$ cat src/include/gear_cfg.svh
`ifndef GEAR_CFG_SVH
`define GEAR_CFG_SVH

//////////////////////////////
// Adder geometry
//////////////////////////////

// Operand width in bits
`define GEAR_WIDTH 20

// Result bits taken from each sub-adder above the lowest
`define GEAR_R 5

// Carry prediction window below each result part
`define GEAR_P 5

// Result queue depth
`define GEAR_BUF_DEPTH 4

`endif
$ cat src/design/gear_pkg.sv
`include "gear_cfg.svh"

package gear_pkg;

	//////////////////////////////
	// Data types
	//////////////////////////////

	// One addend
	typedef logic [`GEAR_WIDTH-1:0] operand_t;

	// Exact sum including the final carry
	typedef logic [`GEAR_WIDTH:0] sum_t;

	// Number of sub-adders that went through recovery
	typedef logic [1:0] corr_cnt_t;

	// Word address on the bus
	typedef logic [1:0] wb_addr_t;

	//////////////////////////////
	// Register map
	//////////////////////////////

	localparam wb_addr_t ADDR_OP_A   = 2'd0;
	// Writing B also launches the addition
	localparam wb_addr_t ADDR_OP_B   = 2'd1;
	// Reading pops the oldest result
	localparam wb_addr_t ADDR_RESULT = 2'd2;
	localparam wb_addr_t ADDR_STATUS = 2'd3;

endpackage

$ cat src/design/gear_stage_if.sv
`timescale 1ns/1ps

// Operand pair from the bus port into the adder stage
interface gear_op_if;
	import gear_pkg::*;

	logic     valid;
	logic     ready;
	operand_t a;
	operand_t b;

	modport src (output valid, output a, output b, input ready);

	modport snk (input valid, input a, input b, output ready);
endinterface

// Finished sum from the adder stage into the result queue
interface gear_res_if;
	import gear_pkg::*;

	logic      valid;
	logic      ready;
	sum_t      sum;
	corr_cnt_t corr_cnt;

	modport src (output valid, output sum, output corr_cnt, input ready);

	modport snk (input valid, input sum, input corr_cnt, output ready);
endinterface

$ cat src/design/gear_adder_top.sv
`timescale 1ns/1ps

module gear_adder_top (
	input  logic               clk,
	input  logic               reset,
	input  logic               wb_cyc,
	input  logic               wb_stb,
	input  logic               wb_we,
	input  gear_pkg::wb_addr_t wb_adr,
	input  logic [31:0]        wb_dat_w,
	output logic [31:0]        wb_dat_r,
	output logic               wb_ack
);
	import gear_pkg::*;

	gear_op_if  op_if ();
	gear_res_if res_if ();

	// Queue read side toward the bus port
	logic       buf_pop;
	sum_t       buf_sum;
	corr_cnt_t  buf_corr;
	logic       buf_empty;
	logic [2:0] buf_level;
	logic       adder_busy;

	gear_wb_port u_port (
		.clk        (clk),
		.reset      (reset),
		.wb_cyc     (wb_cyc),
		.wb_stb     (wb_stb),
		.wb_we      (wb_we),
		.wb_adr     (wb_adr),
		.wb_dat_w   (wb_dat_w),
		.wb_dat_r   (wb_dat_r),
		.wb_ack     (wb_ack),
		.op         (op_if.src),
		.buf_pop    (buf_pop),
		.buf_sum    (buf_sum),
		.buf_corr   (buf_corr),
		.buf_empty  (buf_empty),
		.buf_level  (buf_level),
		.adder_busy (adder_busy)
	);

	gear_recovery_adder u_adder (
		.clk   (clk),
		.reset (reset),
		.op    (op_if.snk),
		.res   (res_if.src),
		.busy  (adder_busy)
	);

	gear_result_buffer u_buf (
		.clk       (clk),
		.reset     (reset),
		.res       (res_if.snk),
		.pop       (buf_pop),
		.head_sum  (buf_sum),
		.head_corr (buf_corr),
		.empty     (buf_empty),
		.level     (buf_level)
	);

endmodule

$ cat src/design/gear_result_buffer.sv
`timescale 1ns/1ps
`include "gear_cfg.svh"

module gear_result_buffer (
	input  logic                clk,
	input  logic                reset,
	gear_res_if.snk             res,
	input  logic                pop,
	output gear_pkg::sum_t      head_sum,
	output gear_pkg::corr_cnt_t head_corr,
	output logic                empty,
	output logic [2:0]          level
);
	import gear_pkg::*;

	localparam int DEPTH = `GEAR_BUF_DEPTH;
	localparam int PTR_W = $clog2(DEPTH);

	sum_t       mem_sum  [DEPTH];
	corr_cnt_t  mem_corr [DEPTH];
	logic [PTR_W-1:0] wr_ptr;
	logic [PTR_W-1:0] rd_ptr;
	logic [2:0] count;
	logic       push;

	assign res.ready = (count != 3'(DEPTH));
	assign push      = res.valid && res.ready;

	assign empty     = (count == 3'd0);
	assign level     = count;
	assign head_sum  = mem_sum[rd_ptr];
	assign head_corr = mem_corr[rd_ptr];

	// Storage
	always_ff @(posedge clk)
	begin
		if (push)
		begin
			mem_sum[wr_ptr]  <= res.sum;
			mem_corr[wr_ptr] <= res.corr_cnt;
		end
	end

	//////////////////////////////
	// Pointers and fill level
	//////////////////////////////

	always_ff @(posedge clk)
	begin
		if (reset)
		begin
			wr_ptr <= '0;
			rd_ptr <= '0;
			count  <= '0;
		end
		else
		begin
			if (push)
				wr_ptr <= (wr_ptr == PTR_W'(DEPTH - 1)) ? '0 : wr_ptr + 1'b1;
			if (pop)
				rd_ptr <= (rd_ptr == PTR_W'(DEPTH - 1)) ? '0 : rd_ptr + 1'b1;
			// Simultaneous push and pop leave the level unchanged
			count <= count + 3'(push) - 3'(pop);
		end
	end

	// Port only pops a non-empty queue
	a_no_underflow: assert property (@(posedge clk) disable iff (reset)
		pop |-> !empty);

endmodule

$ cat src/design/gear_recovery_adder.sv
`timescale 1ns/1ps
`include "gear_cfg.svh"

module gear_recovery_adder (
	input  logic    clk,
	input  logic    reset,
	gear_op_if.snk  op,
	gear_res_if.src res,
	output logic    busy
);
	import gear_pkg::*;

	localparam int N    = `GEAR_WIDTH;
	localparam int R    = `GEAR_R;
	localparam int P    = `GEAR_P;
	localparam int L    = R + P;
	localparam int SUBS = (N - P) / R;

	operand_t          a_q;
	operand_t          b_q;
	logic [SUBS-2:0]   corr_q;
	logic [L-1:0]      sub_sum [SUBS];
	wire  [SUBS-1:0]   sub_co;
	wire  [SUBS-2:0]   flag;
	logic [SUBS-2:0]   new_flag;
	sum_t              sum_w;

	if (N != P + R * SUBS)
	begin : g_cfg_check
		$error("GEAR_WIDTH must equal GEAR_P plus GEAR_R times the sub-adder count");
	end

	//////////////////////////////
	// Sub-adders
	//////////////////////////////

	genvar j;
	generate
		for (j = 0; j < SUBS; j++)
		begin : g_sub
			if (j == 0)
			begin : g_low
				// Lowest sub-adder sees the true carry chain
				assign {sub_co[0], sub_sum[0]} = a_q[L-1:0] + b_q[L-1:0];
			end
			else
			begin : g_high
				localparam int BASE = j * R;
				logic [L-1:0] a_in;
				logic [L-1:0] b_in;
				logic         win_prop;

				// Forced generate at the window base once an error was seen
				assign a_in = {a_q[BASE+L-1:BASE+1], a_q[BASE] | corr_q[j-1]};
				assign b_in = {b_q[BASE+L-1:BASE+1], b_q[BASE] | corr_q[j-1]};
				assign {sub_co[j], sub_sum[j]} = a_in + b_in;

				// Whole window can pass a carry and one arrives from below
				assign win_prop  = &(a_q[BASE+P-1:BASE] | b_q[BASE+P-1:BASE]);
				assign flag[j-1] = win_prop & sub_co[j-1];
			end
		end
	endgenerate

	// Low sub-adder fully, then the upper R bits of each higher one
	always_comb
	begin
		sum_w = '0;
		sum_w[L-1:0] = sub_sum[0];
		for (int k = 1; k < SUBS; k++)
			sum_w[k*R + P +: R] = sub_sum[k][L-1 -: R];
		sum_w[N] = sub_co[SUBS-1];
	end

	assign new_flag = flag & ~corr_q;

	assign op.ready     = !busy;
	assign res.valid    = busy && !(|new_flag);
	assign res.sum      = sum_w;
	assign res.corr_cnt = corr_cnt_t'($countones(corr_q));

	//////////////////////////////
	// Control and recovery
	//////////////////////////////

	always_ff @(posedge clk)
	begin
		if (op.valid && op.ready)
		begin
			a_q <= op.a;
			b_q <= op.b;
		end
	end

	always_ff @(posedge clk)
	begin
		if (reset)
		begin
			busy   <= 1'b0;
			corr_q <= '0;
		end
		else if (op.valid && op.ready)
		begin
			busy   <= 1'b1;
			corr_q <= '0;
		end
		else if (res.valid && res.ready)
			busy <= 1'b0;
		else if (busy)
			corr_q <= corr_q | flag;
	end

	// Corrections only accumulate within one addition
	a_corr_sticky: assert property (@(posedge clk) disable iff (reset)
		busy |=> ((corr_q & $past(corr_q)) == $past(corr_q)));

	// Held result must not move under back-pressure
	a_sum_hold: assert property (@(posedge clk) disable iff (reset)
		(res.valid && !res.ready) |=> (res.valid && $stable(res.sum)));

endmodule

$ cat src/design/gear_wb_port.sv
`timescale 1ns/1ps

module gear_wb_port (
	input  logic               clk,
	input  logic               reset,
	input  logic               wb_cyc,
	input  logic               wb_stb,
	input  logic               wb_we,
	input  gear_pkg::wb_addr_t wb_adr,
	input  logic [31:0]        wb_dat_w,
	output logic [31:0]        wb_dat_r,
	output logic               wb_ack,
	gear_op_if.src             op,
	output logic               buf_pop,
	input  gear_pkg::sum_t     buf_sum,
	input  gear_pkg::corr_cnt_t buf_corr,
	input  logic               buf_empty,
	input  logic [2:0]         buf_level,
	input  logic               adder_busy
);
	import gear_pkg::*;

	operand_t op_a_q;
	logic     held_q;
	logic     req;
	logic     wr_b;
	logic     rd_res;
	logic     done;

	// New bus cycle only after the previous one has dropped stb
	assign req    = wb_cyc && wb_stb && !held_q;
	assign wr_b   = req && wb_we && (wb_adr == ADDR_OP_B);
	assign rd_res = req && !wb_we && (wb_adr == ADDR_RESULT);

	// B write completes only when the adder takes the pair
	assign done = req && (!wr_b || op.ready);

	assign op.valid = wr_b;
	assign op.a     = op_a_q;
	assign op.b     = wb_dat_w[$bits(operand_t)-1:0];

	assign buf_pop = rd_res && !buf_empty;

	//////////////////////////////
	// Bus handshake
	//////////////////////////////

	always_ff @(posedge clk)
	begin
		if (reset)
		begin
			wb_ack <= 1'b0;
			held_q <= 1'b0;
		end
		else
		begin
			wb_ack <= done;
			if (done)
				held_q <= 1'b1;
			else if (!(wb_cyc && wb_stb))
				held_q <= 1'b0;
		end
	end

	//////////////////////////////
	// Registers and read data
	//////////////////////////////

	always_ff @(posedge clk)
	begin
		if (req && wb_we && (wb_adr == ADDR_OP_A))
			op_a_q <= wb_dat_w[$bits(operand_t)-1:0];

		if (req && !wb_we)
		begin
			case (wb_adr)
				ADDR_OP_A:   wb_dat_r <= 32'(op_a_q);
				// Valid bit low when nothing is queued
				ADDR_RESULT: wb_dat_r <= {!buf_empty, 7'b0, buf_corr, 1'b0, buf_sum};
				ADDR_STATUS: wb_dat_r <= {28'b0, adder_busy, buf_level};
				default:     wb_dat_r <= '0;
			endcase
		end
	end

	// Single-cycle ack per bus cycle
	a_ack_pulse: assert property (@(posedge clk) disable iff (reset)
		wb_ack |=> !wb_ack);

endmodule

$ cat config.mk
export PLATFORM = sky130hd
export DESIGN_NAME = gear_adder_top
export DESIGN_NICKNAME = d
export VERILOG_FILES = /design/src/design/gear_pkg.sv /design/src/design/gear_stage_if.sv /design/src/design/gear_adder_top.sv /design/src/design/gear_result_buffer.sv /design/src/design/gear_recovery_adder.sv /design/src/design/gear_wb_port.sv
export VERILOG_INCLUDE_DIRS = /design/src /design/src/include
export SDC_FILE = /design/constraint.sdc
export NUM_CORES = 1
export LEC_CHECK = 0
export ABC_AREA = 1
export BUFFER_PORTS_ARGS = -buffer_cell sky130_fd_sc_hd__buf_2
export CORE_ASPECT_RATIO = 1.1
export CORE_MARGIN = 2
export CORE_UTILIZATION = 59
export CTS_CLUSTER_SIZE = 40
export DETAILED_ROUTE_END_ITERATION = 7
export PLACE_DENSITY = 0.86
export SLEW_MARGIN = 20
export SYNTH_ARGS = -nofsm -noshare
export SYNTH_HDL_FRONTEND = slang
export SYNTH_SLANG_ARGS = --single-unit
$ cat constraint.sdc
create_clock -name clk -period 4.5 [get_ports clk]
set_clock_uncertainty 0.15 [all_clocks]
set_input_delay 0 -clock clk [delete_from_list [all_inputs] [get_ports clk]]
set_output_delay 0 -clock clk [all_outputs]
set_load 0.02 [all_outputs]
==> results of run 1 <==
==> state kept, by name (all words and copies together) (netlist names), 3 cells and up, named ones only <==
signal,flops
u_buf.mem_corr,8
u_adder.b_q,20
u_port.op.a,20
u_buf.level,3
u_port.wb_dat_r,24
u_buf.mem_sum,84
u_adder.a_q,20
==> worst max-delay path, cell delays in order <==
cell           delay (ns)
dlygate4sd3_1        0.55
buf_2                0.11
nand2_1              0.04
dlygate4sd3_1        0.56
nor2_1               0.14
inv_1                0.08
nor2_2               0.10
buf_4                0.35
nand2_1              0.15
inv_2                0.11
ha_1                 0.23
inv_1                0.06
ha_1                 0.15
inv_1                0.06
fa_1                 0.39
xor2_1               0.24
o21ai_0              0.13
a21oi_1              0.13
==> final timing paths <==
| check | depth (start not counted) | startpoint | end | slack, ns |
|---|---|---|---|---|
| worst max-delay path | 18 | wb_stb | u_buf.level[2] | 1.15 |
| worst min register to register | 0 | u_port.op.a[16] | u_adder.a_q[16] | 0.30 |
| worst max register to register | 17 | u_adder.b_q[14] | u_buf.level[2] | 1.45 |
| worst min-delay path | 3 | wb_we | u_port.wb_dat_r[31] | 0.002 |
==> metal layers <==
metal  vias up  global-route usage (%)
met2       273                    43.9
met3        58                    5.88
met5         -                       0
met1      2530                    28.8
li1       2425                       -
met4         0                    11.5
==> cells by family after synthesis <==
group           share of synthesized area [%]
flops                                    68.2
buf+inv                                  5.44
xor+xnor                                 2.04
simple gates                             9.39
fa+ha+maj                                6.32
compound gates                           8.56
other cells                            0.0460
==> synth_stat cells (all sizes together) (7+ instances only) <==
master	instances
ha	38
nand2	98
o21ai	38
dfxtp	14
xnor2	7
clkbuf	14
edfxtp	176
xor2	12
inv	82
nor2	45
nand3	28
a32o	16
a21oi	42
buf	12
==> cell type report <==
| type | instances | area, µm² |
|---|---|---|
| clock buffers | 21 | 504 |
| clock inverters | 11 | 75.1 |
| fillers | 864 | 4190 |
| inverters | 83 | 312 |
| multi-input cells | 356 | 2200 |
| flip-flops and latches | 190 | 5570 |
| well taps | 188 | 235 |
| repair buffers | 86 | 601 |
==> stage by stage <==
step	hold WS [ns]	instance area [µm²]	power (mW)	setup WS (ns)
after global routing	0.00725	9490	3.62	0.964
after floorplan	-0.0833	8190	2.05	1.26
after detailed placement	0.0416	8660	2.09	1.62
after CTS	0.00104	9490	3.54	1.27
final	0.00187	9490	3.53	1.15
after global placement	0.0412	8640	2.09	1.74
==> power by group <==
part / total, mW / switching [mW] / internal [mW]
sequential: 1.94 / 0.00600 / 1.94
clock: 1.46 / 0.652 / 0.808
combinational: 0.131 / 0.0811 / 0.0503
total: 3.53 / 0.739 / 2.79
==> repair_timing <==
item | in CTS | in global routing
hold endpoints to repair | 55 | 0
setup buffers | 0 | 0
hold buffers | 25 | 0
==> metrics, run 1 <==
status=completed; met3 WL post-DR=1200 µm; Worst-Skew Late Latency=0.44 ns; grt ovf=0; First DRT Iteration DRCs=724; top-area cell type share of the netlist area=between 60% and 70%; htree depth=4; placer congestion estimate=0.852; post-route minimum period=3.35 ns; Synth warnings=0; hpwl dp=10500 µm; Synth area leaders=edfxtp_1 65%, ha_1 5.8%, nand2_1 4.3%, inv_1 3.5%, dfxtp_1 3.4%; CP required=approximately 4.7 ns; CP Max Fanout=25; syn_area_per_cell=12.6 µm²; area grow syn2layout=16.4%; max-cap viol count=0; commonest non-fill, non-tap cell in the layout=edfxtp_1; fin. max-slew vios=0; Die Y=between 100 and 150 µm; Top Layer Used=met4; Post-DRT Antenna Nets=0; Tightest Pin Transition=roughly 1.1 ns; post-placement cell count=~880; Synth cell types=38; Nets=between 800 and 900; initial core utilization=59.6%; met1 wire length=approximately 6300 µm; Sink Count=190; LEAKAGE=3.76 nW; Synth async-reset ratio=0%; number of flops mapped to enable cells by yosys=176; utilization after layout=roughly 69%; worst rel slew slack=25.4%; most frequent cells in the layout=176 x edfxtp_1, 93 x nand2_1, 75 x inv_1; Clock Tree Buf Depth=2; # IOs=72; die width=116 µm; Startpoint Class=input pin; DR vias/cell=5.65; DR vias=5286; Yosys reg bits=190; Num CTS Buffers=17; Routed WL=17300 µm; Main synth FF type=edfxtp_1; CTS resizes=0; Antenna Cells=0; Clk pin slew, worst setup/hold paths=0.07 ns; critical path arrival=3.58 ns; Total GRT Usage=25.0%; Seq/Total Area, Yosys=68.2%; crit share post-route=approximately 74%; routed wl met2=9300 µm; share of layout cells above drive strength 1=16.7%; Mapped Area=0.00816 mm²; CTS tree=yes; final hold violations=0; sum of negative setup slack=0 ns; Max IR drop VDD=approximately 0.26 mV; dominant cell type by area after synthesis=edfxtp_1; DR DRC count=0; final non-filler cell total=between 900 and 1000; Syn Inst Count=648; initial antenna violation count=0; largest net degree at the start of global routing=64; first-pass GRT wire length=approximately 27000 µm; FMAX=298 MHz; first-pass iteration count of the detailed router=7; P per Cell Area=around 370 mW/mm²; Crit. End Element=flop; Hold Path Class=input pin to flop; Root Buffer=clkbuf_16; Final setup viols=0; CP Class=input pin to flop; Row Count=45; RSZ-0062 raised after global routing=false; vias in the first global route=5343; Die ar.=0.0148 mm²; drt wl/cell=~19 µm; PortBufs=51; CORE AREA=between 0.01 and 0.015 mm²
No activity file was read; power rests on OpenSTA's default activity.
==> run 2, diff against run 1 <==
==> constraint.sdc (replaced) <==
create_clock -name clk -period 3.4 [get_ports clk]
set_clock_uncertainty 0.15 [all_clocks]
set_input_delay 0 -clock clk [delete_from_list [all_inputs] [get_ports clk]]
set_output_delay 0 -clock clk [all_outputs]
set_load 0.02 [all_outputs]
==> run 2 against run 1 <==
Against the previous run: power is 38% higher; cell count grew 0.21%; sequential share of layout area decreased by 0.32 points; largest power group unchanged; count of clock-buffer cells in the layout unchanged; via count increased by 1.3%; register-to-register slack got worse by 1.1 ns.
==> metrics, run 2 (synthesized netlist as in run 1, its figures left out) <==
Largest register FFs=84 (unchanged); commonest non-fill, non-tap cell in the layout=edfxtp_1; final non-filler cell total=937 (+0.21%); utilization after layout=69.8% (+0.37 points); DR DRC count=0 (unchanged); Num CTS Buffers=17 (unchanged); CTS tree=yes; Routed WL=17600 µm (+1.5%); RSZ-0062 raised after global routing=false; Startpoint Class=flop; WHS=0.130 ns (+0.128 ns); initial core utilization=59.6% (unchanged); Setup Slack @ Placement=0.526 ns (-1.09 ns); Die Y=127 µm (unchanged); initial antenna violation count=0 (unchanged); Die ar.=0.0148 mm² (unchanged); Worst-Skew Late Latency=0.44 ns (about the same); max incr delay on CP=0.38 ns (-0.18 ns); CORE AREA=0.0137 mm² (unchanged); Clock Tree Buf Depth=2 (unchanged); Sink Count=190 (unchanged); first-pass iteration count of the detailed router=6 (-1); Nets=815 (+0.25%); final setup margin=0.377 ns (-0.772 ns); status=completed; final hold violations=0 (unchanged); Max IR drop VDD=0.357 mV (+37%); overall power consumption=4.88 mW (+38%); Hold Path Class=input pin to flop; P per Cell Area=511 mW/mm² (+37%); Top reg by flops=u_buf.mem_sum; max-cap viol count=0 (unchanged); Post-DRT Antenna Nets=0 (unchanged); LEAKAGE=3.77 nW (+0.24%); CP cell instances=inv_1 -> ha_1 -> a21oi_2 -> nand3_1 -> nand2_1 -> clkinv_1 -> nand3_2 -> nand3_4 -> inv_2 -> ha_1 -> inv_1 -> fa_1 -> xor2_1 -> o21ai_0 -> a21oi_1; critical path arrival=3.19 ns (-0.39 ns); DR vias/cell=5.71 (+1.1%); grt ovf=0 (unchanged); sum of negative setup slack=0 ns (unchanged); Final setup viols=0 (unchanged); CTS resizes=0 (unchanged); placed inst area=0.00865 mm² (-0.14%); # hold bufs at CTS=26 (+4.0%); CP Max Fanout=9 (-64%); area grow syn2layout=17.0%; post-route minimum period=between 3 and 4 ns; Tightest Pin Transition=1.12 ns (+0.00470 ns); worst path bufs/invs=4 (-4); share of layout cells above drive strength 1=16.3% (-0.45 points); worst rel slew slack=25.1% (-0.31 points); placer congestion estimate=0.899 (+5.5%); setup repair bufs after CTS=0 (unchanged); fin area=0.00955 mm² (+0.54%); most frequent cells in the layout=176 x edfxtp_1, 93 x nand2_1, 76 x inv_1; vias in the first global route=5420 (+1.4%); fin. max-slew vios=0 (unchanged); DR vias=5354 (+1.3%); CP required=3.56 ns (-1.16 ns); FMAX=331 MHz; Total GRT Usage=25.2% (+0.23 points); Antenna Cells=0 (unchanged); Clk pin slew, worst setup/hold paths=0.07 ns (about the same); drt wl/cell=18.8 µm (+1.3%); htree depth=4 (unchanged); die width=116 µm (unchanged); Regs by FF count=u_buf.mem_sum x84, u_port.wb_dat_r x24; hpwl dp=10400 µm (-0.39%); largest net degree at the start of global routing=63 (-1.6%); post-placement cell count=879 (+0.11%); CP top delay family=adder cells; slowest cell on the critical path=fa_1; first-pass GRT wire length=27100 µm (+0.72%); Root Buffer=clkbuf_16; crit share post-route=about nine tenths; First DRT Iteration DRCs=645 (-11%); PortBufs=51 (unchanged); CP Class=flop to flop; Row Count=45 (unchanged); Crit. End Element=flop; # IOs=72 (unchanged)
==> run 2: changes by cell type in the layout (fill, tap and decap cells not counted), sizes merged <==
cell,previous run,this run
bufinv,0,5
buf,61,62
clkinvlp,0,2
clkinv,7,5
inv,87,82
dlygate4sd3,25,26
==> run 2: area by class of cell <==
type	count	area (µm²)
Clock buffer	21	440
Sequential cell	190	5570
Multi-Input combinational cell	356	2200
Fill cell	851	4140
Timing Repair Buffer	88	598
Inverter	83	312
Tap cell	188	235
Clock inverter	11	193
==> run 2: final timing paths <==
check,from,end,slack [ns],cells after the start
max,u_adder.b_q[14],u_buf.level[2],0.38,15
min,wb_dat_w[16],u_adder.b_q[16],0.13,2
max reg2reg,u_adder.b_q[14],u_buf.level[2],0.38,15
min reg2reg,u_port.op.a[15],u_adder.a_q[15],0.31,0
==> run 2: worst register-to-register path, cell delays in order, from the launching register on <==
cell,delay (ns)
edfxtp_1,0.36
inv_1,0.05
ha_1,0.36
a21oi_2,0.23
nand3_1,0.11
nand2_1,0.13
clkinv_1,0.09
nand3_2,0.09
nand3_4,0.16
inv_2,0.13
ha_1,0.15
inv_1,0.05
fa_1,0.38
xor2_1,0.17
o21ai_0,0.21
a21oi_1,0.07
==> run 2: power by group <==
part / total (mW) / leakage (nW) / switching (mW) / internal [mW]
clock: 2.13 / 0.301 / 0.827 / 1.30
sequential: 2.57 / 1.71 / 0.00840 / 2.56
combinational: 0.174 / 1.75 / 0.108 / 0.0665
total: 4.88 / 3.77 / 0.943 / 3.93
==> run 2: per-layer routing <==
| metal | up-vias | GRT usage, % | share of wire, % |
|---|---|---|---|
| met5 | - | 0 | 0 |
| met4 | 0 | 14.5 | 3.4 |
| met3 | 62 | 5.12 | 6.7 |
| met2 | 275 | 42.5 | 51 |
| met1 | 2587 | 29.9 | 39 |
| li1 | 2430 | - | - |
==> run 3, diff against run 2 <==
--- a/config.mk
+++ b/config.mk
@@ -14,6 +14,7 @@
 export CTS_CLUSTER_SIZE = 40
 export DETAILED_ROUTE_END_ITERATION = 7
 export PLACE_DENSITY = 0.86
+export RECOVER_POWER = 100
 export SLEW_MARGIN = 20
 export SYNTH_ARGS = -nofsm -noshare
 export SYNTH_HDL_FRONTEND = slang
==> run 3 against run 2 <==
Against the previous run: the run now ends with max-capacitance violations, max-slew violations left; highest routed layer unchanged; routed wire length fell by 0.43%; critical path depth increased by 2; largest power group unchanged; cell area fell by 1.2%; cell count unchanged; global-route usage did not move; utilization fell by 0.86 points; worst hold slack lost 0.0063 ns.
==> metrics, run 3 (synthesized netlist as in run 1, its figures left out) <==
sw frac=19.3% (about the same); Clk pin slew, worst setup/hold paths=0.07 ns (about the same); crit share post-route=89.8% (+0.89 points); Comb power frac=3.4% (-0.2 points); Die Y=127 µm (unchanged); initial core utilization=59.6% (unchanged); first-pass iteration count of the detailed router=6 (unchanged); post-placement cell count=879 (unchanged); post-route minimum period=3.05 ns (+0.0304 ns); largest net degree at the start of global routing=63 (unchanged); # IOs=72 (unchanged); first-pass GRT wire length=27100 µm (unchanged); drt wl/cell=18.7 µm (-0.43%); Top reg by flops=u_buf.mem_sum; Antenna Cells=0 (unchanged); Total GRT Usage=25.2% (unchanged); CP Max Fanout=9 (unchanged); sequential share of power=52.8% (about the same); max-cap viol count=2 (+2); PortBufs=51 (unchanged); area grow syn2layout=15.5%; CORE AREA=0.0137 mm² (unchanged); DR DRC count=0 (unchanged); CP required=3.57 ns (about the same); initial antenna violation count=0 (unchanged); Sink Count=190 (unchanged); Post-DRT Antenna Nets=0 (unchanged); grt ovf=0 (unchanged); Root Buffer=clkbuf_16; Num CTS Buffers=17 (unchanged); CP Class=flop to flop; status=finished with violations; sum of negative setup slack=0 ns (unchanged); Worst-Skew Late Latency=0.44 ns (about the same); critical path arrival=3.23 ns (+0.04 ns); DR vias/cell=5.68 (-0.58%); Max IR drop VDD=0.361 mV (+1.3%); htree depth=4 (unchanged); WHS=0.123 ns (-0.00628 ns); Psw=0.942 mW (-0.10%); share of layout cells above drive strength 1=8.28% (-8.0 points); DR vias=5323 (-0.58%); Startpoint Class=flop; R2R Setup Slk=0.35 ns (-0.03 ns); LEAKAGE=3.64 nW (-3.4%); # fillers=893 (+4.9%); Final setup viols=0 (unchanged); FMAX=327 MHz (-0.99%); CTS resizes=0 (unchanged); clock share of power=43.7% (about the same); Tightest Pin Transition=1.55 ns (+0.425 ns); fin. max-slew vios=46 (+46); Routed WL=17500 µm (-0.43%); Pint=3.93 mW (-0.15%); area occupied by multi-input gates=0.00216 mm² (-1.9%); most frequent cells in the layout=176 x edfxtp_1, 96 x nand2_1, 78 x inv_1; final non-filler cell total=937 (unchanged); worst rel slew slack=-3.14% (-28 points); Regs by FF count=u_buf.mem_sum x84, u_port.wb_dat_r x24; commonest non-fill, non-tap cell in the layout=edfxtp_1; P per Cell Area=517 mW/mm² (+1.1%); vias in the first global route=5420 (unchanged); Crit. End Element=flop; Largest register FFs=84 (unchanged); Row Count=45 (unchanged); Die ar.=0.0148 mm² (unchanged); Nets=815 (unchanged); final hold violations=0 (unchanged); RSZ-0062 raised after global routing=false; hpwl dp=10400 µm (unchanged); placer congestion estimate=0.899 (unchanged); die width=116 µm (unchanged); CTS tree=yes; First DRT Iteration DRCs=735 (+14%); Hold Path Class=input pin to flop; Clock Tree Buf Depth=2 (unchanged); FF/Latch Area=0.00557 mm² (about the same); failing checks=max-capacitance violations, max-slew violations
-- run 3: critical path: stages, from the launching register on --
cell and delay [ns]:
edfxtp_1 0.42, inv_1 0.09, ha_1 0.27, nand2_1 0.08, nand2_1 0.09, nand2_2 0.08
nand2_1 0.10, nor2_1 0.18, nand2_2 0.07, nand3_2 0.08, nand3_4 0.14, inv_1 0.14
ha_1 0.16, inv_1 0.05, fa_1 0.38, xor2_1 0.17, o21ai_0 0.21, a21oi_1 0.07
-- run 3: what timing repair did --
action,CTS,global route
endpoints found under the hold margin,59,0
setup buffers,0,0
hold buffers,26,0
setup endpoints to repair,0,0
-- run 3: metrics by stage --
stage	power, mW	instance area (µm²)	worst slack (ns)	util [%]
floorplan	2.71	8190	0.161	-
global placement	2.76	8650	0.640	63.2
detailed placement	2.77	8650	0.526	63.2
CTS	4.88	9550	0.425	69.8
global route	4.98	9430	0.156	68.9
finish	4.87	9430	0.346	68.9
-- run 3: routing by layer --
metal	up-vias	part of all wire [%]	track usage [%]
met5	-	0	0
met4	0	3.2	14.5
met3	51	6.4	5.12
met2	247	52	42.5
met1	2599	38	29.9
li1	2426	-	-
-- run 3: final timing paths --
| check | startpoint | to | depth (start not counted) |
|---|---|---|---|
| worst max-delay path | u_adder.a_q[12] | u_buf.level[2] | 17 |
| worst min-delay path | wb_dat_w[16] | u_adder.b_q[16] | 2 |
| worst max register to register | u_adder.a_q[12] | u_buf.level[2] | 17 |
| worst min register to register | u_port.op.a[15] | u_adder.a_q[15] | 0 |
-- run 3: cell type report --
type                    count  share of cell area (%)
clock buffers              21                    4.67
flip-flops and latches    190                    59.0
well taps                 188                    2.50
repair buffers             88                    5.56
clock inverters            11                    2.04
multi-input cells         356                    22.9
inverters                  83                    3.30
-- run 3: power by group through the flow --
stage	clock (mW)	combinational (mW)	sequential [mW]
CTS	2.13	0.171	2.57
detailed placement	0	0.147	2.62
floorplan	0	0.0831	2.63
global route	2.23	0.179	2.57
global placement	0	0.140	2.62
finish	2.13	0.166	2.57
